==> src/rtl/sram_pkg.sv <==
package sram_pkg;

	// bus and storage types
	typedef logic [31:0] addr_t;
	typedef logic [63:0] data_t;
	typedef logic [7:0]  strb_t;
	typedef logic [7:0]  word_idx_t;

	// array geometry
	localparam int unsigned MEM_WORDS = 256;

	// word index field of the byte address
	localparam int unsigned IDX_LSB = 3;
	localparam int unsigned IDX_MSB = 10;

	// wait states between request accept and array access
	localparam int unsigned ACCESS_WAIT = 2;
	// wide enough to hold ACCESS_WAIT
	localparam int unsigned WAIT_CNT_W = $clog2(ACCESS_WAIT + 1);

	// AXI response codes, only the two in use
	typedef enum logic [1:0] {
		OKAY   = 2'd0,
		SLVERR = 2'd2
	} resp_e;

	// controller states
	typedef enum logic [2:0] {
		IDLE,
		WAIT,
		ACCESS,
		READ_RESP,
		WRITE_RESP
	} ctrl_state_e;

	// request opcode held by the controller
	typedef enum logic {
		REQ_READ,
		REQ_WRITE
	} req_kind_e;

endpackage

==> src/rtl/wait_timer.sv <==
`timescale 1ns/1ps

module wait_timer (
	input  logic clk,
	input  logic rst,
	input  logic start,
	output logic done
);
	import sram_pkg::*;

	logic                  running;
	logic [WAIT_CNT_W-1:0] count;

	always_ff @(posedge clk) begin
		if (rst) begin
			running <= 1'b0;
			count   <= '0;
		end else if (!running) begin
			// start is ignored while counting
			if (start) begin
				running <= 1'b1;
				// start arrives one cycle after the handshake
				count   <= WAIT_CNT_W'(ACCESS_WAIT - 1);
			end
		end else if (count == '0) begin
			running <= 1'b0;
		end else begin
			count <= count - 1'b1;
		end
	end

	// one cycle, on the last count
	assign done = running && (count == '0);

endmodule

==> config.mk <==
export PLATFORM = sky130hd
export DESIGN_NAME = wait_timer
export DESIGN_NICKNAME = d
export VERILOG_FILES = /design/src/rtl/sram_pkg.sv /design/src/rtl/wait_timer.sv
export SDC_FILE = /design/constraint.sdc
export NUM_CORES = 1
export LEC_CHECK = 0
export BUFFER_PORTS_ARGS = -buffer_cell sky130_fd_sc_hd__buf_2
export CAP_MARGIN = 25
export CORE_AREA = 10 10 47 49
export CTS_CLUSTER_DIAMETER = 30
export DETAILED_ROUTE_END_ITERATION = 7
export DIE_AREA = 0 0 57 59
export PLACE_DENSITY = 0.37
export SLEW_MARGIN = 20
export SYNTH_ARGS = -nofsm -noshare
export SYNTH_HDL_FRONTEND = slang
export SYNTH_SLANG_ARGS = --single-unit
==> constraint.sdc <==
create_clock -name clk -period 2.7 [get_ports clk]
set_input_delay 0.135 -clock clk [delete_from_list [all_inputs] [get_ports clk]]
set_output_delay 0.135 -clock clk [all_outputs]
set_load 0.02 [all_outputs]
==> results of run 1 <==
[metrics by stage]
| step | instances | utilization [%] |
|---|---|---|
| after floorplan | 15 | - |
| final | 38 | 15.1 |
| after global placement | 34 | 13.2 |
| after detailed placement | 34 | 13.2 |
| after CTS | 38 | 15.1 |
| after global routing | 38 | 15.1 |
[worst reg2reg max path, stage by stage (launching register included)]
cell and delay, ns:
dfxtp_1 0.32, inv_1 0.06, ha_1 0.28, or2_2 0.30, o32ai_2 0.12
[Yosys cell counts, drive strengths merged]
master / n / share of area [%]
or2: 1 / 4.2
o21a: 1 / 5.0
nor2: 2 / 6.7
and2: 1 / 5.8
nand2b: 1 / 4.2
nor3: 1 / 3.3
inv: 2 / 5.0
dfxtp: 3 / 40
o32ai: 1 / 11
ha: 1 / 8.3
o21ba: 1 / 6.7
[cell type report]
type	count	share of cell area (%)
Inverter	2	3.55
Timing Repair Buffer	3	7.10
Sequential cell	3	28.4
Multi-Input combinational cell	10	39.1
Clock buffer	4	12.4
Tap cell	16	9.47
[sequential cells by signal, summed over array words and instances, names as in the netlist]
signal	count
running	1
count	2
[metal layers]
| layer | GRT usage (%) | up-vias | share of wire (%) |
|---|---|---|---|
| met5 | 0 | - | 0 |
| met4 | 3.02 | 0 | 3.5 |
| met3 | 4.51 | 2 | 18 |
| met2 | 3.41 | 6 | 37 |
| met1 | 2.01 | 59 | 42 |
| li1 | - | 63 | - |
[power by group through the flow]
| stage | clock network, uW | registers, uW | logic [uW] |
|---|---|---|---|
| floorplan | 0 | 50.7 | 18.3 |
| global placement | 0 | 50.9 | 22.9 |
| detailed placement | 0 | 51.3 | 24.8 |
| CTS | 82.7 | 50.7 | 25.0 |
| global route | 88.2 | 51.3 | 28.7 |
| finish | 78.5 | 50.7 | 24.5 |
[worst max-delay path by stage]
stage | start | end | slack, ns | cells past startpoint
detailed placement | count[0] | count[1] | 1.52 | 4
global route | count[0] | done | 1.37 | 4
finish | count[0] | done | 1.44 | 4
global placement | count[0] | count[0] | 1.58 | 5
floorplan | count[0] | count[1] | 1.60 | 4
CTS | count[0] | done | 1.42 | 4
[cell families after synthesis]
group,after synthesis,share of synthesized area [%]
buf+inv,2,5.00
flops,3,40.0
simple gates,6,24.2
compound gates,3,22.5
fa+ha+maj,1,8.33
==> impl_results.md, run 1 <==
- Combinational power share: 15.9%
- Synthesized flop and latch total: 3
- Slack of the critical path: 1.44 ns
- Kind of cell adding the most delay to the critical path: flip-flops
- Vias post-DR: 130
- WHS Path Cells: 2
- Setup TNS: 0 ns
- Leakage power: 0.0000857 uW
- Die width: 57 um
- Worst R2R Start: count[0]
- Post-DP Area: 185 um2
- VDD IR max: 0.234 mV
- Antenna viol nets, final: 0
- Layout Nets: 27
- Hold path endpoint: running
- Reg2reg path depth: 4
- Reg2Reg Setup Slack: 1.53 ns
- Net Count, Synth: 19
- Port bufs: 3
- Rows: 14
- Crit path required time: 2.57 ns
- Total chip power: 154 uW
- Clock transition at path regs: 0.04 ns
- Cell Area, Synth: 150 um2
- # fillers: 173
- Layout Skew: 0.00479 ns
- Pin count of the biggest net entering global routing: 5
- Most frequent cells in the layout: clkbuf_4, dfxtp_1, buf_2, inv_1
- Root Buffer: clkbuf_4
- Share of cells above drive strength 1: 50.0%
- Global-route wire length before repair: 648 um
- Crit Path Class: reg -> out
- Element type at the critical path end: output port
- CP startpoint kind: flop
- Clk_lat worst skew: 0.23 ns
- Residual DRC: 0
- Place WS: 1.52 ns
- Worst path slowest cell: dfxtp_1
- HP Start: rst
- H-tree depth: 1
- NetSw: 37.9 uW
- Reg power frac: 33.0%
- Vias per cell: 3.42
- Distinct cells, synth: 12
- Fmax: 0.794 GHz
- Mean Syn Cell Area: 10.0 um2
- Part of the power in the clock network: 51.1%
- Gp weighted congestion: 0.632
- Vias in the first global route: 154
- CTS buffer count: 3
- Seq/Total Area, Yosys: 40.0%
- CTS Sinks: 3
- Worst relative slew slack: 87.5%
- CTS tree: yes
- Syn Inst Count: 15
- Gr ovfl total: 0
- FF-to-FF End: count[1]
- Sequential cell area: 60.1 um2
- Final setup viols: 0
- Fin. Hold Viols: 0
- Clock buffer depth: 2
- Multi-input gate area: 82.6 um2
- Drt total wl: 346 um
- MaxCap Viol Count: 0
- HP Class: in -> reg
- Slowest stage delay, CP: 0.32 ns
- Die area: 3360 um2
- Post-CTS Hold Fix Bufs: 0
- Hold Slack: 0.118 ns
- # resized after CTS: 0
- Status: completed
- Max-slew violation count: 0
- Gr usage total: 2.98%
- Buf/Inv on CP: 2
- Num ports: 4
- PwrDens: 727 nW/um2
- Starting Density: 10.7%
- Crit path arrival time: 1.12 ns
- DR WL/cell: 9.11 um
- Final worst path period need: 1.26 ns
- Synth Warn #: 0
- Setup bufs post-CTS: 0
- Crit-path max FO: 3
- RSZ-0062 raised after global routing: false
- Detailed placer's ending HPWL: 263 um
- Core area: 1400 um2
- Die height: 59 um
- Area Overhead vs Synth: 40.8%
- First-pass iteration count of the detailed router: 4
- Net Sw Frac: 24.6%
- Iter 0 DRT Violations: 9
- Worst path cell trace: inv_1, ha_1, and2_4, buf_2
- Finished Cell Area: 211 um2
- Antenna violations before repair: 0
- Crit share post-route: 46.6%
- Internal Pwr Total: 116 uW
- Worst-margin pin slew: 0.188 ns
- N_diodes: 0
Note: power is estimated with default switching activity, not from simulation.
==> inputs of run 2 (changes only) <==
--- a/config.mk
+++ b/config.mk
@@ -11,7 +11,7 @@
 export CTS_CLUSTER_DIAMETER = 30
 export DETAILED_ROUTE_END_ITERATION = 7
 export DIE_AREA = 0 0 57 59
-export PLACE_DENSITY = 0.37
+export PLACE_DENSITY = 0.38
 export SLEW_MARGIN = 20
 export SYNTH_ARGS = -nofsm -noshare
 export SYNTH_HDL_FRONTEND = slang
==> constraint.sdc (replaced) <==
create_clock -name clk -period 1.1 [get_ports clk]
set_input_delay 0.055 -clock clk [delete_from_list [all_inputs] [get_ports clk]]
set_output_delay 0.055 -clock clk [all_outputs]
set_load 0.02 [all_outputs]
==> impl_results.md, run 2 (synthesis gave the netlist of run 1 again) <==
- Fmax: 0.932 GHz
- Root Buffer: clkbuf_4
- Crit Path Class: reg -> out
- Worst path slowest cell: dfxtp_2
- HP Class: in -> reg
- Clock buffer depth: 2 (unchanged)
- Status: completed
- VDD IR max: 0.359 mV (+53%)
- Reg2reg path depth: 5 (+1)
- Port bufs: 3 (unchanged)
- Worst path cell trace: inv_2, ha_4, and2_4, buf_6
- Max FFs per register: 2 (unchanged)
- Core area: 1400 um2 (unchanged)
- Final setup viols: 0 (unchanged)
- Biggest register: count
- GRT Max-Usage Layer: met2
- Pin count of the biggest net entering global routing: 5 (unchanged)
- GR Layer Usage met1: 2.00% (-0.0095 points)
- N_diodes: 0 (unchanged)
- Die width: 57 um (unchanged)
- CTS tree: yes
- Clk_lat worst skew: 0.23 ns (about the same)
- CP startpoint: count[0]
- MaxCap Viol Count: 0 (unchanged)
- Slowest stage delay, CP: 0.32 ns (about the same)
- Worst R2R Start: count[0]
- Die height: 59 um (unchanged)
- Clock transition at path regs: 0.04 ns (about the same)
- # fillers: 162 (-6.4%)
- Leakage power: 0.000109 uW (+27%)
- Kind of cell adding the most delay to the critical path: flip-flops
- Worst Setup EP: done
- Vias in the first global route: 161 (+4.5%)
- Critical path depth in cells: 4 (unchanged)
- CTS buffer count: 3 (unchanged)
- Antenna viol nets, final: 0 (unchanged)
- Die area: 3360 um2 (unchanged)
- Post-CTS Hold Fix Bufs: 0 (unchanged)
- Gp weighted congestion: 0.722 (+14%)
- Rows: 14 (unchanged)
- Element type at the critical path end: output port
- Detailed placer's ending HPWL: 277 um (+5.4%)
- Layout Skew: 0.00263 ns (-0.00217 ns)
- Global-route wire length before repair: 696 um (+7.4%)
- Num ports: 4 (unchanged)
- Gr ovfl total: 0 (unchanged)
- H-tree depth: 1 (unchanged)
- Met3 Usage GRT: 2.58% (-1.9 points)
- Crit share post-route: 97.5%
- Layout Nets: 30 (+11%)
- RSZ-0062 raised after global routing: true
- Area Overhead vs Synth: 75.8%
- Vias post-DR: 132 (+1.5%)
- Gr usage total: 3.02% (+0.038 points)
- Crit path arrival time: 1.02 ns (-0.10 ns)
- Reg2Reg Setup Slack: 0.05 ns (-1.48 ns)
- Largest registers: count: 2 flops, running: 1 flops
- Crit path required time: 1.04 ns (-1.53 ns)
- Buf/Inv on CP: 2 (unchanged)
- First-pass iteration count of the detailed router: 2 (-2)
- Crit-path max FO: 3 (unchanged)
- CP startpoint kind: flop
- Worst relative slew slack: 88.0% (+0.52 points)
- Fin. Hold Viols: 0 (unchanged)
- Starting Density: 10.7% (unchanged)
- Drt total wl: 376 um (+8.7%)
- Antenna violations before repair: 0 (unchanged)
- Hold Slack: 0.0477 ns (-0.0707 ns)
- Worst-margin pin slew: 0.180 ns (-0.00776 ns)
- Share of cells above drive strength 1: 76.0% (+26 points)
- Global Route met2 Usage: 4.50% (+1.1 points)
- PwrDens: 1570 nW/um2 (+120%)
- Final worst path period need: 1.07 ns
- Iter 0 DRT Violations: 3 (-6)
- Vias per cell: 3.22 (-5.9%)
- DR WL/cell: 9.17 um (+0.72%)
- Most frequent cells in the layout: clkbuf_4, buf_4, inv_2, dfxtp_1, buf_2
- CTS Sinks: 3 (unchanged)
- Residual DRC: 0 (unchanged)
- FF-to-FF End: count[0]
- Max-slew violation count: 0 (unchanged)
- Setup TNS: 0 ns (unchanged)
run 2: what timing repair did:
item	in CTS	in global routing
pin swaps	0	1
setup buffers	0	1
setup endpoints to repair	3	3
gates resized for setup	8	1
run 2: where the power goes:
group          internal, uW  total, uW  switching (uW)
Combinational          55.0       92.2            37.2
Sequential              120        128            7.68
Clock                   136        195            59.3
Total                   311        415             104
run 2: worst min path at each step:
stage          endpoint  cells after the start  slack (ns)  from
3_5_place_dp    running                      2        0.29   rst
2_1_floorplan   running                      1        0.13   rst
5_1_grt         running                      2        0.05   rst
3_3_place_gp    running                      2        0.28   rst
6_report        running                      2        0.05   rst
4_1_cts         running                      2        0.04   rst
run 2: layout make-up:
| class | instances | area, um2 | share of cell area (%) |
|---|---|---|---|
| well taps | 16 | 20.0 | 7.58 |
| repair buffers | 6 | 43.8 | 16.6 |
| flip-flops and latches | 3 | 61.3 | 23.2 |
| inverters | 2 | 7.51 | 2.84 |
| multi-input cells | 10 | 105 | 39.8 |
| clock buffers | 4 | 26.3 | 9.95 |
run 2: layer usage:
layer | up-vias | routed length, um | part of all wire (%)
met5 | - | 0 | 0
met4 | 0 | 0 | 0
li1 | 69 | - | -
met1 | 62 | 124 | 33
met2 | 1 | 238 | 63
met3 | 0 | 13 | 3.5
run 2: through the flow:
stage	power (uW)	worst slack, ns	area (um2)	cells	utilization, %
global placement	189	-0.0145	200	36	14.3
floorplan	169	0.000147	150	15	-
CTS	416	0.0133	249	40	17.8
global route	454	-0.0287	264	41	18.8
finish	415	0.0271	264	41	18.8
detailed placement	191	-0.0452	200	36	14.3
==> inputs of run 3 (changes only) <==
--- a/config.mk
+++ b/config.mk
@@ -7,10 +7,10 @@
 export LEC_CHECK = 0
 export BUFFER_PORTS_ARGS = -buffer_cell sky130_fd_sc_hd__buf_2
 export CAP_MARGIN = 25
-export CORE_AREA = 10 10 47 49
+export CORE_AREA = 2 2 39 41
 export CTS_CLUSTER_DIAMETER = 30
 export DETAILED_ROUTE_END_ITERATION = 7
-export DIE_AREA = 0 0 57 59
+export DIE_AREA = 0 0 41 43
 export PLACE_DENSITY = 0.38
 export SLEW_MARGIN = 20
 export SYNTH_ARGS = -nofsm -noshare
==> impl_results.md, run 3 (synthesis gave the netlist of run 1 again) <==
- Status: completed
- Commonest non-fill, non-tap cell in the layout: clkbuf_4
- Crit Path Class: reg -> out
- # fillers: 160 (-1.2%)
- Port bufs: 3 (unchanged)
- Fin. Hold Viols: 0 (unchanged)
- Root Buffer: clkbuf_4
- Die area: 1760 um2 (-48%)
- Crit-path max FO: 3 (unchanged)
- Iter 0 DRT Violations: 0 (-3)
- Gr ovfl total: 0 (unchanged)
- NetSw: 99.9 uW (-4.1%)
- Final worst path period need: 1.07 ns (-0.00324 ns)
- Gp weighted congestion: 0.486 (-33%)
- RSZ-0062 raised after global routing: true
- N_diodes: 0 (unchanged)
- Worst-margin pin slew: 0.186 ns (+0.00561 ns)
- Vias post-DR: 137 (+3.8%)
- Largest registers: count: 2 flops, running: 1 flops
- Area Overhead vs Synth: 70.8%
- Global-route wire length before repair: 476 um (-32%)
- H-tree depth: 1 (unchanged)
- CP startpoint kind: flop
- Final Core Density: 18.5% (-0.30 points)
- Antenna violations before repair: 0 (unchanged)
- Worst path slowest cell: dfxtp_2
- Net Sw Frac: 24.7% (-0.42 points)
- Crit path arrival time: 1.01 ns (about the same)
- Pin count of the biggest net entering global routing: 5 (unchanged)
- Internal Pwr Total: 305 uW (-1.9%)
- Element type at the critical path end: output port
- Part of the power in the clock network: 47.9% (+0.8 points)
- Total chip power: 405 uW (-2.4%)
- Max FFs per register: 2 (unchanged)
- Worst path cell trace: inv_2, ha_4, and2_4, buf_6
- Max-slew violation count: 0 (unchanged)
- CTS tree: yes
- Layout Skew: 0.00574 ns (+0.00311 ns)
- VDD IR max: 0.365 mV (+1.8%)
- Leakage power: 0.000104 uW (-4.2%)
- Biggest register: count
- Residual DRC: 0 (unchanged)
- Crit path required time: 1.04 ns (about the same)
- Clk_lat worst skew: 0.23 ns (about the same)
- Clock transition at path regs: 0.04 ns (about the same)
- Reg power frac: 31.5% (+0.8 points)
- Worst relative slew slack: 87.6% (-0.37 points)
- Die height: 43 um (-27%)
- Fmax: 0.935 GHz (+0.30%)
- Core area: 1380 um2 (-1.2%)
- Gr usage total: 4.82% (+1.8 points)
- Num ports: 4 (unchanged)
- CTS buffer count: 3 (unchanged)
- Die width: 41 um (-28%)
- Share of cells above drive strength 1: 75.0% (-1.0 points)
- Slack of the critical path: 0.0303 ns (+0.00324 ns)
- Final setup viols: 0 (unchanged)
- Combinational power share: 20.6% (-1.6 points)
- PwrDens: 1580 nW/um2 (+0.41%)
- DR WL/cell: 7.83 um (-15%)
- First-pass iteration count of the detailed router: 1 (-1)
- Drt total wl: 313 um (-17%)
- Vias per cell: 3.43 (+6.4%)
- Rows: 14 (unchanged)
- Layout Nets: 29 (-3.3%)
- HP Class: in -> reg
- Most frequent cells in the layout: clkbuf_4, inv_2, dfxtp_1, buf_2, buf_4
- Slowest stage delay, CP: 0.32 ns (about the same)
- Vias in the first global route: 142 (-12%)
- CTS Sinks: 3 (unchanged)
- Clock buffer depth: 2 (unchanged)
- Antenna viol nets, final: 0 (unchanged)
- Place WS: -0.0398 ns (+0.00548 ns)
- Crit share post-route: 97.2% (-0.29 points)
- MaxCap Viol Count: 0 (unchanged)
- Starting Density: 10.8% (+0.14 points)
## run 3: metrics by stage
step | cells | cell area (um2) | hold slack [ns] | TNS [ns]
5_1_grt | 40 | 256 | 0.0549 | -0.0148
6_report | 40 | 256 | 0.0404 | 0
3_5_place_dp | 36 | 200 | 0.284 | -0.0742
3_3_place_gp | 36 | 200 | 0.279 | -0.0375
2_1_floorplan | 15 | 150 | 0.134 | 0
4_1_cts | 40 | 236 | 0.0307 | 0
## run 3: final cells by class
| class | instances | area (um2) | share of cell area (%) |
|---|---|---|---|
| clock buffers | 4 | 26.3 | 10.2 |
| inverters | 2 | 7.51 | 2.93 |
| multi-input cells | 10 | 105 | 41.0 |
| flip-flops and latches | 3 | 61.3 | 23.9 |
| well taps | 16 | 20.0 | 7.80 |
| repair buffers | 5 | 36.3 | 14.1 |
## run 3: metal layers
| layer | GRT usage (%) | part of all wire (%) |
|---|---|---|
| met1 | 3.54 | 42 |
| met2 | 5.94 | 49 |
| met5 | 0 | 0 |
| met4 | 8.00 | 0 |
| met3 | 3.14 | 8.6 |
## run 3: final timing paths
path | startpoint | endpoint | slack, ns | cells past startpoint
max | count[0] | done | 0.03 | 4
min | rst | running | 0.04 | 2
max reg2reg | count[0] | count[0] | 0.06 | 5
min reg2reg | count[0] | count[0] | 0.47 | 1
## run 3: what timing repair did
action / CTS / global route
setup buffers: 0 / 0
pin swaps: 1 / 2
endpoints found under the setup margin: 3 / 3
gates resized for setup: 5 / 4
hold buffers: 0 / 0
## run 3: power groups by stage
stage	combinational, uW	clock [uW]	sequential, uW
2_1_floorplan	44.9	0	124
3_3_place_gp	63.1	0	125
3_5_place_dp	64.3	0	125
4_1_cts	70.7	207	125
5_1_grt	91.6	219	130
6_report	83.4	194	128
## run 3: worst max-delay path: cells and delay by family (launching register included)
kind / cells / cell delay, ns
simple gates: 1 / 0.14
buf+inv: 2 / 0.17
fa+ha+maj: 1 / 0.15
flops: 1 / 0.32
