`src/rtl/sram_pkg.sv`:
```
package sram_pkg;

	// bus and storage types
	typedef logic [31:0] addr_t;
	typedef logic [63:0] data_t;
	typedef logic [7:0]  strb_t;
	typedef logic [7:0]  word_idx_t;

	// array geometry
	localparam int unsigned MEM_WORDS = 256;

	// word index field of the byte address
	localparam int unsigned IDX_LSB = 3;
	localparam int unsigned IDX_MSB = 10;

	// wait states between request accept and array access
	localparam int unsigned ACCESS_WAIT = 2;
	// wide enough to hold ACCESS_WAIT
	localparam int unsigned WAIT_CNT_W = $clog2(ACCESS_WAIT + 1);

	// AXI response codes, only the two in use
	typedef enum logic [1:0] {
		OKAY   = 2'd0,
		SLVERR = 2'd2
	} resp_e;

	// controller states
	typedef enum logic [2:0] {
		IDLE,
		WAIT,
		ACCESS,
		READ_RESP,
		WRITE_RESP
	} ctrl_state_e;

	// request opcode held by the controller
	typedef enum logic {
		REQ_READ,
		REQ_WRITE
	} req_kind_e;

endpackage

```
`src/rtl/mem_port_if.sv`:
```
`timescale 1ns/1ps

interface mem_port_if;
	import sram_pkg::*;

	// one-cycle access strobe
	logic      en;
	// high for write, low for read
	logic      we;
	word_idx_t idx;
	data_t     wdata;
	strb_t     wstrb;
	// registered read word from the array
	data_t     rdata;

	// controller side
	modport ctrl (
		output en, we, idx, wdata, wstrb,
		input  rdata
	);

	// array side
	modport mem (
		input  en, we, idx, wdata, wstrb,
		output rdata
	);

endinterface

```
`src/rtl/sram_slave_fsm.sv`:
```
`timescale 1ns/1ps

module sram_slave_fsm (
	input  logic            clk,
	input  logic            rst,
	input  logic            arvalid,
	input  sram_pkg::addr_t araddr,
	output logic            arready,
	output logic            rvalid,
	output sram_pkg::data_t rdata,
	output sram_pkg::resp_e rresp,
	input  logic            rready,
	input  logic            awvalid,
	input  sram_pkg::addr_t awaddr,
	output logic            awready,
	input  logic            wvalid,
	input  sram_pkg::data_t wdata,
	input  sram_pkg::strb_t wstrb,
	output logic            wready,
	output logic            bvalid,
	output sram_pkg::resp_e bresp,
	input  logic            bready,
	output logic            timer_start,
	input  logic            timer_done,
	mem_port_if.ctrl        mem
);
	import sram_pkg::*;

	ctrl_state_e state;
	ctrl_state_e state_nxt;

	// request presented this cycle
	logic      wr_req;
	logic      rd_req;
	logic      accept;
	req_kind_e acc_kind;
	addr_t     acc_addr;
	logic      acc_ok;

	// captured request
	req_kind_e req_kind;
	word_idx_t req_idx;
	data_t     req_wdata;
	strb_t     req_wstrb;
	logic      req_ok;
	resp_e     resp_q;

	// write needs both address and data, and wins over a read
	assign wr_req = awvalid && wvalid;
	assign rd_req = arvalid && !wr_req;

	// readies only in IDLE
	assign awready = (state == IDLE) && wr_req;
	assign wready  = (state == IDLE) && wr_req;
	assign arready = (state == IDLE) && rd_req;
	assign accept  = awready || arready;

	// pick the winning address
	assign acc_kind = wr_req ? REQ_WRITE : REQ_READ;
	assign acc_addr = wr_req ? awaddr : araddr;
	// upper address bits must be clear
	assign acc_ok   = (acc_addr[$bits(addr_t)-1:IDX_MSB+1] == '0);

	// request payload, loaded on the handshake
	always_ff @(posedge clk) begin
		if (accept) begin
			req_kind  <= acc_kind;
			req_idx   <= acc_addr[IDX_MSB:IDX_LSB];
			req_wdata <= wdata;
			req_wstrb <= wstrb;
			req_ok    <= acc_ok;
			resp_q    <= acc_ok ? OKAY : SLVERR;
		end
	end

	// state and timer kick
	always_ff @(posedge clk) begin
		if (rst) begin
			state       <= IDLE;
			timer_start <= 1'b0;
		end else begin
			state       <= state_nxt;
			// high for the first WAIT cycle only
			timer_start <= accept;
		end
	end

	always_comb begin
		state_nxt = state;
		unique case (state)
			IDLE: begin
				if (accept)
					state_nxt = WAIT;
			end
			WAIT: begin
				if (timer_done)
					state_nxt = ACCESS;
			end
			ACCESS: begin
				state_nxt = (req_kind == REQ_WRITE) ? WRITE_RESP : READ_RESP;
			end
			READ_RESP: begin
				if (rready)
					state_nxt = IDLE;
			end
			WRITE_RESP: begin
				if (bready)
					state_nxt = IDLE;
			end
			default: state_nxt = IDLE;
		endcase
	end

	// response valids follow the state, held until handshake
	assign rvalid = (state == READ_RESP);
	assign bvalid = (state == WRITE_RESP);
	assign rresp  = resp_q;
	assign bresp  = resp_q;
	// array word held since ACCESS, zero on error
	assign rdata  = (rvalid && req_ok) ? mem.rdata : '0;

	// array access, suppressed when out of range
	assign mem.en    = (state == ACCESS) && req_ok;
	assign mem.we    = (req_kind == REQ_WRITE);
	assign mem.idx   = req_idx;
	assign mem.wdata = req_wdata;
	assign mem.wstrb = req_wstrb;

endmodule

```
`src/flat_wrapper.sv`:
```
// flat-port wrapper written by rule: the top's interface ports become plain ports
module sram_slave_fsm_flat import sram_pkg::*;
  (clk, rst, arvalid, araddr, arready, rvalid, rdata, rresp, rready, awvalid, awaddr, awready, wvalid, wdata, wstrb, wready, bvalid, bresp, bready, timer_start, timer_done, mem_en, mem_we, mem_idx, mem_wdata, mem_wstrb, mem_rdata);
  mem_port_if mem_i ();
  input  logic clk;
  input  logic rst;
  input  logic arvalid;
  input  sram_pkg::addr_t araddr;
  output logic arready;
  output logic rvalid;
  output sram_pkg::data_t rdata;
  output sram_pkg::resp_e rresp;
  input  logic rready;
  input  logic awvalid;
  input  sram_pkg::addr_t awaddr;
  output logic awready;
  input  logic wvalid;
  input  sram_pkg::data_t wdata;
  input  sram_pkg::strb_t wstrb;
  output logic wready;
  output logic bvalid;
  output sram_pkg::resp_e bresp;
  input  logic bready;
  output logic timer_start;
  input  logic timer_done;
  output wire logic [$bits(mem_i.en)-1:0] mem_en;
  output wire logic [$bits(mem_i.we)-1:0] mem_we;
  output wire logic [$bits(mem_i.idx)-1:0] mem_idx;
  output wire logic [$bits(mem_i.wdata)-1:0] mem_wdata;
  output wire logic [$bits(mem_i.wstrb)-1:0] mem_wstrb;
  input wire logic [$bits(mem_i.rdata)-1:0] mem_rdata;
  assign mem_en = mem_i.en;
  assign mem_we = mem_i.we;
  assign mem_idx = mem_i.idx;
  assign mem_wdata = mem_i.wdata;
  assign mem_wstrb = mem_i.wstrb;
  assign mem_i.rdata = mem_rdata;
  sram_slave_fsm u_core (.clk(clk), .rst(rst), .arvalid(arvalid), .araddr(araddr), .arready(arready), .rvalid(rvalid), .rdata(rdata), .rresp(rresp), .rready(rready), .awvalid(awvalid), .awaddr(awaddr), .awready(awready), .wvalid(wvalid), .wdata(wdata), .wstrb(wstrb), .wready(wready), .bvalid(bvalid), .bresp(bresp), .bready(bready), .timer_start(timer_start), .timer_done(timer_done), .mem(mem_i));
endmodule
```
`config.mk`:
```
export PLATFORM = sky130hd
export DESIGN_NAME = sram_slave_fsm_flat
export DESIGN_NICKNAME = d
export VERILOG_FILES = /design/src/rtl/sram_pkg.sv /design/src/rtl/mem_port_if.sv /design/src/rtl/sram_slave_fsm.sv /design/src/flat_wrapper.sv
export SDC_FILE = /design/constraint.sdc
export NUM_CORES = 1
export LEC_CHECK = 0
export ABC_AREA = 1
export CAP_MARGIN = 20
export CORE_AREA = 10 10 134 136
export DETAILED_ROUTE_END_ITERATION = 8
export DIE_AREA = 0 0 144 146
export DONT_BUFFER_PORTS = 1
export MAX_ROUTING_LAYER = met4
export RECOVER_POWER = 25
export SYNTH_ARGS = -nofsm -noshare
export SYNTH_HDL_FRONTEND = slang
export SYNTH_SLANG_ARGS = --single-unit
```
`constraint.sdc`:
```
create_clock -name clk -period 6.7 [get_ports clk]
set_clock_uncertainty 0.15 [all_clocks]
set_input_delay 1.675 -clock clk [delete_from_list [all_inputs] [get_ports clk]]
set_output_delay 1.675 -clock clk [all_outputs]
set_load 0.05 [all_outputs]
```
==> results of run 1 <==
==> metrics by stage <==
| stage | cells | util, % | setup WS (ns) | cell area (um^2) | total power [W] |
|---|---|---|---|---|---|
| finish | 532 | 27.0 | 1.64 | 4180 | 0.00215 |
| global route | 532 | 27.0 | 1.50 | 4180 | 0.00224 |
| CTS | 529 | 26.9 | 1.50 | 4170 | 0.00219 |
| detailed placement | 513 | 24.8 | 1.50 | 3840 | 0.00164 |
| global placement | 513 | 24.8 | 1.56 | 3840 | 0.00163 |
| floorplan | 331 | - | 1.64 | 3690 | 0.00156 |
==> power groups by stage <==
stage / Clock [W] / Combinational, W / Sequential (W)
after floorplan: 0 / 0.000274 / 0.00129
after global placement: 0 / 0.000303 / 0.00133
after CTS: 0.000552 / 0.000314 / 0.00132
after global routing: 0.000571 / 0.000338 / 0.00133
final: 0.000531 / 0.000306 / 0.00131
after detailed placement: 0 / 0.000313 / 0.00132
==> placed cells by master (no fill, tap or decap) <==
cell type	instances
nor2_4	11
nor3_2	1
o21a_1	1
clkinv_2	1
nand3_1	1
conb_1	2
nor2_1	79
dfxtp_1	4
nand2_1	43
inv_1	72
nor4_1	2
nand3b_1	1
buf_4	3
nand2_4	1
o21bai_1	1
bufinv_16	1
o22ai_1	1
nand2_2	1
diode_2	3
inv_2	1
clkinv_4	2
clkbuf_16	9
clkinv_8	1
nor3_1	5
edfxtp_1	83
nor2_2	1
inv_8	3
nand4_1	5
a21oi_1	1
==> sequential cells by signal (all words and copies together) (netlist names) <==
| register | cells |
|---|---|
| u_core.req_ok | 1 |
| u_core.mem.we | 1 |
| u_core.timer_start | 1 |
| u_core.mem.wstrb | 8 |
| u_core.mem.wdata | 64 |
| u_core.mem.idx | 8 |
| u_core.state | 3 |
| u_core.bresp | 1 |
==> layout make-up <==
type / instances / area (um^2) / area share, %
Clock inverter: 7 / 97.6 / 2.34
Tap cell: 192 / 240 / 5.75
Multi-Input combinational cell: 157 / 731 / 17.5
Inverter: 74 / 279 / 6.68
Clock buffer: 9 / 225 / 5.39
Timing Repair Buffer: 3 / 22.5 / 0.539
Antenna cell: 3 / 7.51 / 0.180
Sequential cell: 87 / 2570 / 61.6
==> worst min-delay path by stage <==
stage	startpoint	end	slack [ns]	depth (start not counted)
2_1_floorplan	u_core.state[2]$_SDFFE_PP0P_	u_core.state[2]$_SDFFE_PP0P_	0.34	2
3_3_place_gp	u_core.state[2]$_SDFFE_PP0P_	u_core.state[2]$_SDFFE_PP0P_	0.37	2
4_1_cts	u_core.state[2]$_SDFFE_PP0P_	u_core.state[2]$_SDFFE_PP0P_	0.41	2
5_1_grt	u_core.state[2]$_SDFFE_PP0P_	u_core.state[2]$_SDFFE_PP0P_	0.44	2
6_report	u_core.state[2]$_SDFFE_PP0P_	u_core.state[2]$_SDFFE_PP0P_	0.43	2
3_5_place_dp	u_core.state[2]$_SDFFE_PP0P_	u_core.state[2]$_SDFFE_PP0P_	0.40	2
==> metal layers <==
layer	part of all wire, %	global-route usage [%]	vias up
li1	-	-	1030
met2	54	21.2	198
met5	0	-	-
met4	0.78	3.37	0
met1	34	10.8	1058
met3	11	5.68	7
==> cell families after synthesis <==
family	after synthesis	share of synthesized area, %
DFF	87	69.7
and+or+nand+nor	151	18.8
other	1	0.102
AOI/OAI and AO/OA	4	0.712
buffers and inverters	87	10.7
==> worst register-to-register path, stage by stage, from the launching register on <==
cell and delay, ns:
dfxtp_1 0.38, nor2_1 0.26, nand2_1 0.19, nor2_2 0.88
nor2_1 0.20, clkinv_2 0.44, buf_4 0.62
==> results.tsv, run 1 <==
stage	metric	value	unit
run_status	status	finished clean	
clocking	cts-stage hold buffer count	0	
routing	residual DRC count	0	
setup_path	critical path startpoint category	input port	
finish	Layout area overhead	13.1	%
logic_synthesis	Post-synth EDFFs	83	
setup_path	Critical Path RT	4.88	ns
setup_path	worst setup path end	arready	
logic_synthesis	Synth Cell Area	3690	um^2
pwr	switching share of power	46.9	%
clocking	Num CTS Buffers	9	
placement	IO Port Bufs	0	
sta	setup TNS	0	ns
finish	Fill cells	1587	
die	I/O pin cnt	364	
logic_synthesis	Synth Flop Type	edfxtp_1	
sta	final setup vio count	0	
routing	vias	2293	
routing	drt via density	4.31	
sta	Max Clk Rate	198	MHz
grt	largest net degree at the start of global routing	65	
sta	crit share post-route	75.5	%
pwr	NetSw	0.00101	W
setup_path	cell family with the largest share of critical-path delay	simple AND/OR/NAND/NOR gates	
setup_path	CP Buf/Inv Count	1	
logic_synthesis	most frequent cells after synthesis	edfxtp_1 (83), nor2_1 (80), inv_1 (73)	
die	row cnt	46	
routing	DRT iter0 DRCs	89	
routing	per-cell routed wire length	25.0	um
placement	HPWL Detailed	11.1	mm
logic_synthesis	area leader, netlist	edfxtp_1	
logic_synthesis	number of synthesis warnings	0	
finish	final layout net count	540	
sta	Final Hold Viols	0	
sta	post-layout min period	5.06	ns
worst_hold_path	Tightest Hold Check Type	flop to flop	
sta	Worst Tran Pin Value	1.12	ns
routing	Post-Route WL	13.3	mm
pwr	P_int	0.00114	W
sta	Final Max Tran Viols	0	
setup_path	crit path DAT	3.24	ns
logic_synthesis	post-synth cell types	24	
setup_path	r2r setup slk	3.16	ns
logic_synthesis	Syn Inst Count	330	
pwr	VDD IR-drop max	0.182	mV
clocking	root buf cell	clkbuf_16	
logic_synthesis	Synth Area per Inst	11.2	um^2
clocking	CTS tree	built	
grt	initial antenna violation count	3	
logic_synthesis	#FFs+latches synth	87	
sta	RSZ-0062 raised after global routing	false	
setup_path	critical path's slowest cell	nor3_2	
setup_path	RR Startpoint	u_core.state[0]$_SDFFE_PP0P_	
clocking	CTS resizes	0	
sta	Rel. slew slack	25.0	%
setup_path	Critical Path Stages	3	
routing	DRT Pass-1 Iters	4	
clocking	clk_lat worst skew	0.34	ns
setup_path	Worst setup startpoint	awvalid	
pwr	sequential power share	61.1	%
setup_path	Worst Setup End Kind	output port	
clocking	Worst-path clk slew	0.06	ns
placement	GPL Wtd Cong	0.819	
setup_path	Worst path max stage delay	0.80	ns
pwr	Clock power frac	24.7	%
pwr	power per cell area	515	nW/um^2
clocking	H-Tree Depth	3	
pwr	Gate power share	14.2	%
logic_synthesis	sequential area share after synthesis	69.7	%
sta	hold_ws	0.429	ns
grt	first-pass GRT wire length	17.3	mm
die	CORE AREA	15500	um^2
logic_synthesis	most frequent cell after synthesis	edfxtp_1	
pwr	Lkg Pwr	1.74	nW
setup_path	CP max FO	14	
setup_path	worst reg2reg path depth	6	
die	Die X	144	um
flow_run	max-cap viol count	0	
grt	total track usage	11.8	%
setup_path	crit path cell chain	nand2_1, inv_1, nor3_2	
clocking	postcts setup bufs	0	
die	Die H	146	um
die	Die ar.	21000	um^2
setup_path	WS Path Type	input port to output port	
logic_synthesis	Synth area leaders	edfxtp_1 (68%), nor2_1 (8.1%), inv_1 (7.4%)	
die	Initial Util	23.8	%
finish	share of layout cells above drive strength 1	10.7	%
logic_synthesis	asr flop ratio synth	0	%
clocking	clock sink count	87	
logic_synthesis	Yosys top cell area share	67.5	%
grt	grt ovf	0	
clocking	Max Buffers Root-to-Sink	2	
setup_path	reg2reg end	u_core.mem.idx[2]$_DFFE_PP_	
routing	Final ANT Viol Nets	0	
grt	vias in the first global route	2542	
No activity file was read; power rests on OpenSTA's default activity.
==> run 2, diff against run 1 <==
ABC_AREA = 0   (was 1)
CORE_AREA = 10 10 131 133   (was 10 10 134 136)
DIE_AREA = 0 0 141 143   (was 0 0 144 146)
clock period = 4.7 ns   (was 6.7 ns; I/O delays follow)
==> results.tsv, run 2 <==
stage	metric	value	unit	change
logic_synthesis	Synth Cell Area	3470	um^2	-6.1%
logic_synthesis	number of synthesis warnings	0		unchanged
sta	Max Clk Rate	280	MHz	
routing	Post-Route WL	14.0	mm	+5.5%
finish	Fill cells	1424		-10%
logic_synthesis	most frequent cells after synthesis	edfxtp_1 (83), and2_1 (66), mux2_2 (8), nor4_1 (8), buf_6 (7)		
routing	per-cell routed wire length	33.6	um	+34%
setup_path	crit path cell chain	nand2_1, and3_1		
logic_synthesis	sequential area share after synthesis	74.2	%	+4.5 points
grt	initial antenna violation count	11		+8
grt	total track usage	13.2	%	+1.4 points
placement	GPL Wtd Cong	0.787		-3.9%
worst_hold_path	hold wc startpoint	u_core.state[2]$_SDFFE_PP0P_		
finish	Layout area overhead	15.3	%	
logic_synthesis	area leader, netlist	edfxtp_1		
setup_path	CP max FO	13		-1
sta	Worst Tran Pin Value	0.949	ns	-0.174 ns
die	Die X	141	um	-2.1%
clocking	root buf cell	clkbuf_16		
grt	vias in the first global route	2145		-16%
placement	DP Worst Slack	1.08	ns	-0.418 ns
worst_hold_path	Tightest Hold Check Type	flop to flop		
logic_synthesis	Synth Flop Type	edfxtp_1		
setup_path	critical path startpoint category	input port		
placement	IO Port Bufs	0		unchanged
sta	Final Hold Viols	0		unchanged
clocking	cts-stage hold buffer count	0		unchanged
grt	largest net degree at the start of global routing	65		unchanged
sta	setup TNS	0	ns	unchanged
grt	grt ovf	0		unchanged
clocking	CTS resizes	0		unchanged
finish	most common cell after layout, fill and taps aside	edfxtp_1		
sta	Rel. slew slack	36.4	%	+11 points
sta	Final Max Tran Viols	0		unchanged
die	I/O pin cnt	364		unchanged
clocking	Worst-path clk slew	0.06	ns	about the same
routing	Final ANT Viol Nets	0		unchanged
routing	DRT iter0 DRCs	134		+51%
setup_path	critical path's slowest cell	and3_1		
clocking	H-Tree Depth	3		unchanged
die	CORE AREA	14400	um^2	-6.8%
logic_synthesis	Yosys top cell area share	71.9	%	+4.4 points
finish	Largest register FFs	64		unchanged
sta	final setup vio count	0		unchanged
routing	DRT Pass-1 Iters	4		unchanged
flow_run	max-cap viol count	0		unchanged
logic_synthesis	Synth area leaders	edfxtp_1 (72%), and2_1 (12%), mux2_2 (2.6%)		
finish	Final Core Density	27.7	%	+0.73 points
die	Initial Util	24.0	%	+0.19 points
logic_synthesis	most frequent cell after synthesis	edfxtp_1		
logic_synthesis	Synth Area per Inst	15.9	um^2	+42%
sta	crit share post-route	76.1	%	
logic_synthesis	asr flop ratio synth	0	%	unchanged
clocking	CTS tree	built		
logic_synthesis	#FFs+latches synth	87		unchanged
clocking	postcts setup bufs	0		unchanged
clocking	Max Buffers Root-to-Sink	2		unchanged
clocking	clock sink count	87		unchanged
setup_path	Worst path max stage delay	0.63	ns	-0.17 ns
setup_path	cell family with the largest share of critical-path delay	simple AND/OR/NAND/NOR gates		
routing	residual DRC count	0		unchanged
setup_path	Worst Setup End Kind	output port		
clocking	Num CTS Buffers	9		unchanged
setup_path	Worst setup startpoint	awvalid		
clocking	clk_lat worst skew	0.34	ns	about the same
pwr	power per cell area	537	nW/um^2	+4.2%
die	Die H	143	um	-2.1%
finish	share of layout cells above drive strength 1	14.2	%	+3.5 points
finish	most frequent cells in the layout	edfxtp_1 (83), and2_1 (66), clkbuf_16 (9)		
grt	first-pass GRT wire length	18.1	mm	+4.5%
sta	post-layout min period	3.58	ns	
routing	vias	1972		-14%
sta	hold_ws	0.448	ns	+0.0190 ns
setup_path	CP Buf/Inv Count	0		-1
run_status	status	finished clean		
sta	RSZ-0062 raised after global routing	false		
setup_path	RR Startpoint	u_core.state[1]$_SDFFE_PP0P_		
pwr	Lkg Pwr	1.33	nW	-23%
sta	worst setup margin	1.12	ns	-0.514 ns
routing	drt via density	4.72		+9.5%
die	Die ar.	20200	um^2	-4.1%
setup_path	WS Path Type	input port to output port		
logic_synthesis	Syn Inst Count	218		-34%
logic_synthesis	post-synth cell types	30		+25%
setup_path	Critical Path RT	3.38	ns	-1.50 ns
logic_synthesis	Post-synth EDFFs	83		unchanged
finish	final layout net count	428		-21%
pwr	VDD IR-drop max	0.257	mV	+41%
setup_path	crit path DAT	2.25	ns	-0.99 ns
die	row cnt	44		-4.3%
-- run 2: stage by stage --
stage	area [um^2]	cells	power, W
floorplan	3470	219	0.00133
global placement	3630	393	0.00137
detailed placement	3630	393	0.00137
CTS	3970	409	0.00219
global route	3980	411	0.00222
finish	4000	418	0.00214
-- run 2: path summary, 6_finish.rpt --
| check | to | slack [ns] | cells past startpoint |
|---|---|---|---|
| min reg2reg | u_core.state[1]$_SDFFE_PP0P_ | 0.45 | 1 |
| max | arready | 1.12 | 2 |
| min | u_core.state[1]$_SDFFE_PP0P_ | 0.45 | 1 |
| max reg2reg | u_core.mem.wdata[61]$_DFFE_PP_ | 2.63 | 3 |
-- run 2: layer usage --
| layer | GRT usage, % | routed length [um] |
|---|---|---|
| met4 | 5.60 | 380 |
| met3 | 6.83 | 1740 |
| met1 | 11.7 | 4320 |
| met5 | - | 0 |
| met2 | 23.3 | 7590 |
-- run 2: area by class of cell --
type | instances | area (um^2) | area share, %
Multi-Input combinational cell | 118 | 793 | 19.9
Timing Repair Buffer | 3 | 35.0 | 0.877
Antenna cell | 9 | 22.5 | 0.564
Clock inverter | 7 | 113 | 2.82
Sequential cell | 87 | 2570 | 64.4
Tap cell | 184 | 230 | 5.76
Inverter | 1 | 3.75 | 0.0940
Clock buffer | 9 | 225 | 5.64
-- run 2: kinds of logic (layout without fill, tap and decap cells) --
kind of cell	after synthesis	count (layout)	share of synthesized area, %
multiplexers	8	8	2.60
AND/OR/NAND/NOR	97	97	17.4
flip-flops	87	87	74.2
AO/OA/AOI/OAI	11	11	2.20
buffers and inverters	14	20	3.50
other	1	11	0.108
-- run 2: report_power, final --
| part | internal, W | switching [W] |
|---|---|---|
| registers | 0.000956 | 0.000293 |
| clock network | 0.000478 | 0.000312 |
| logic | 0.0000235 | 0.0000809 |
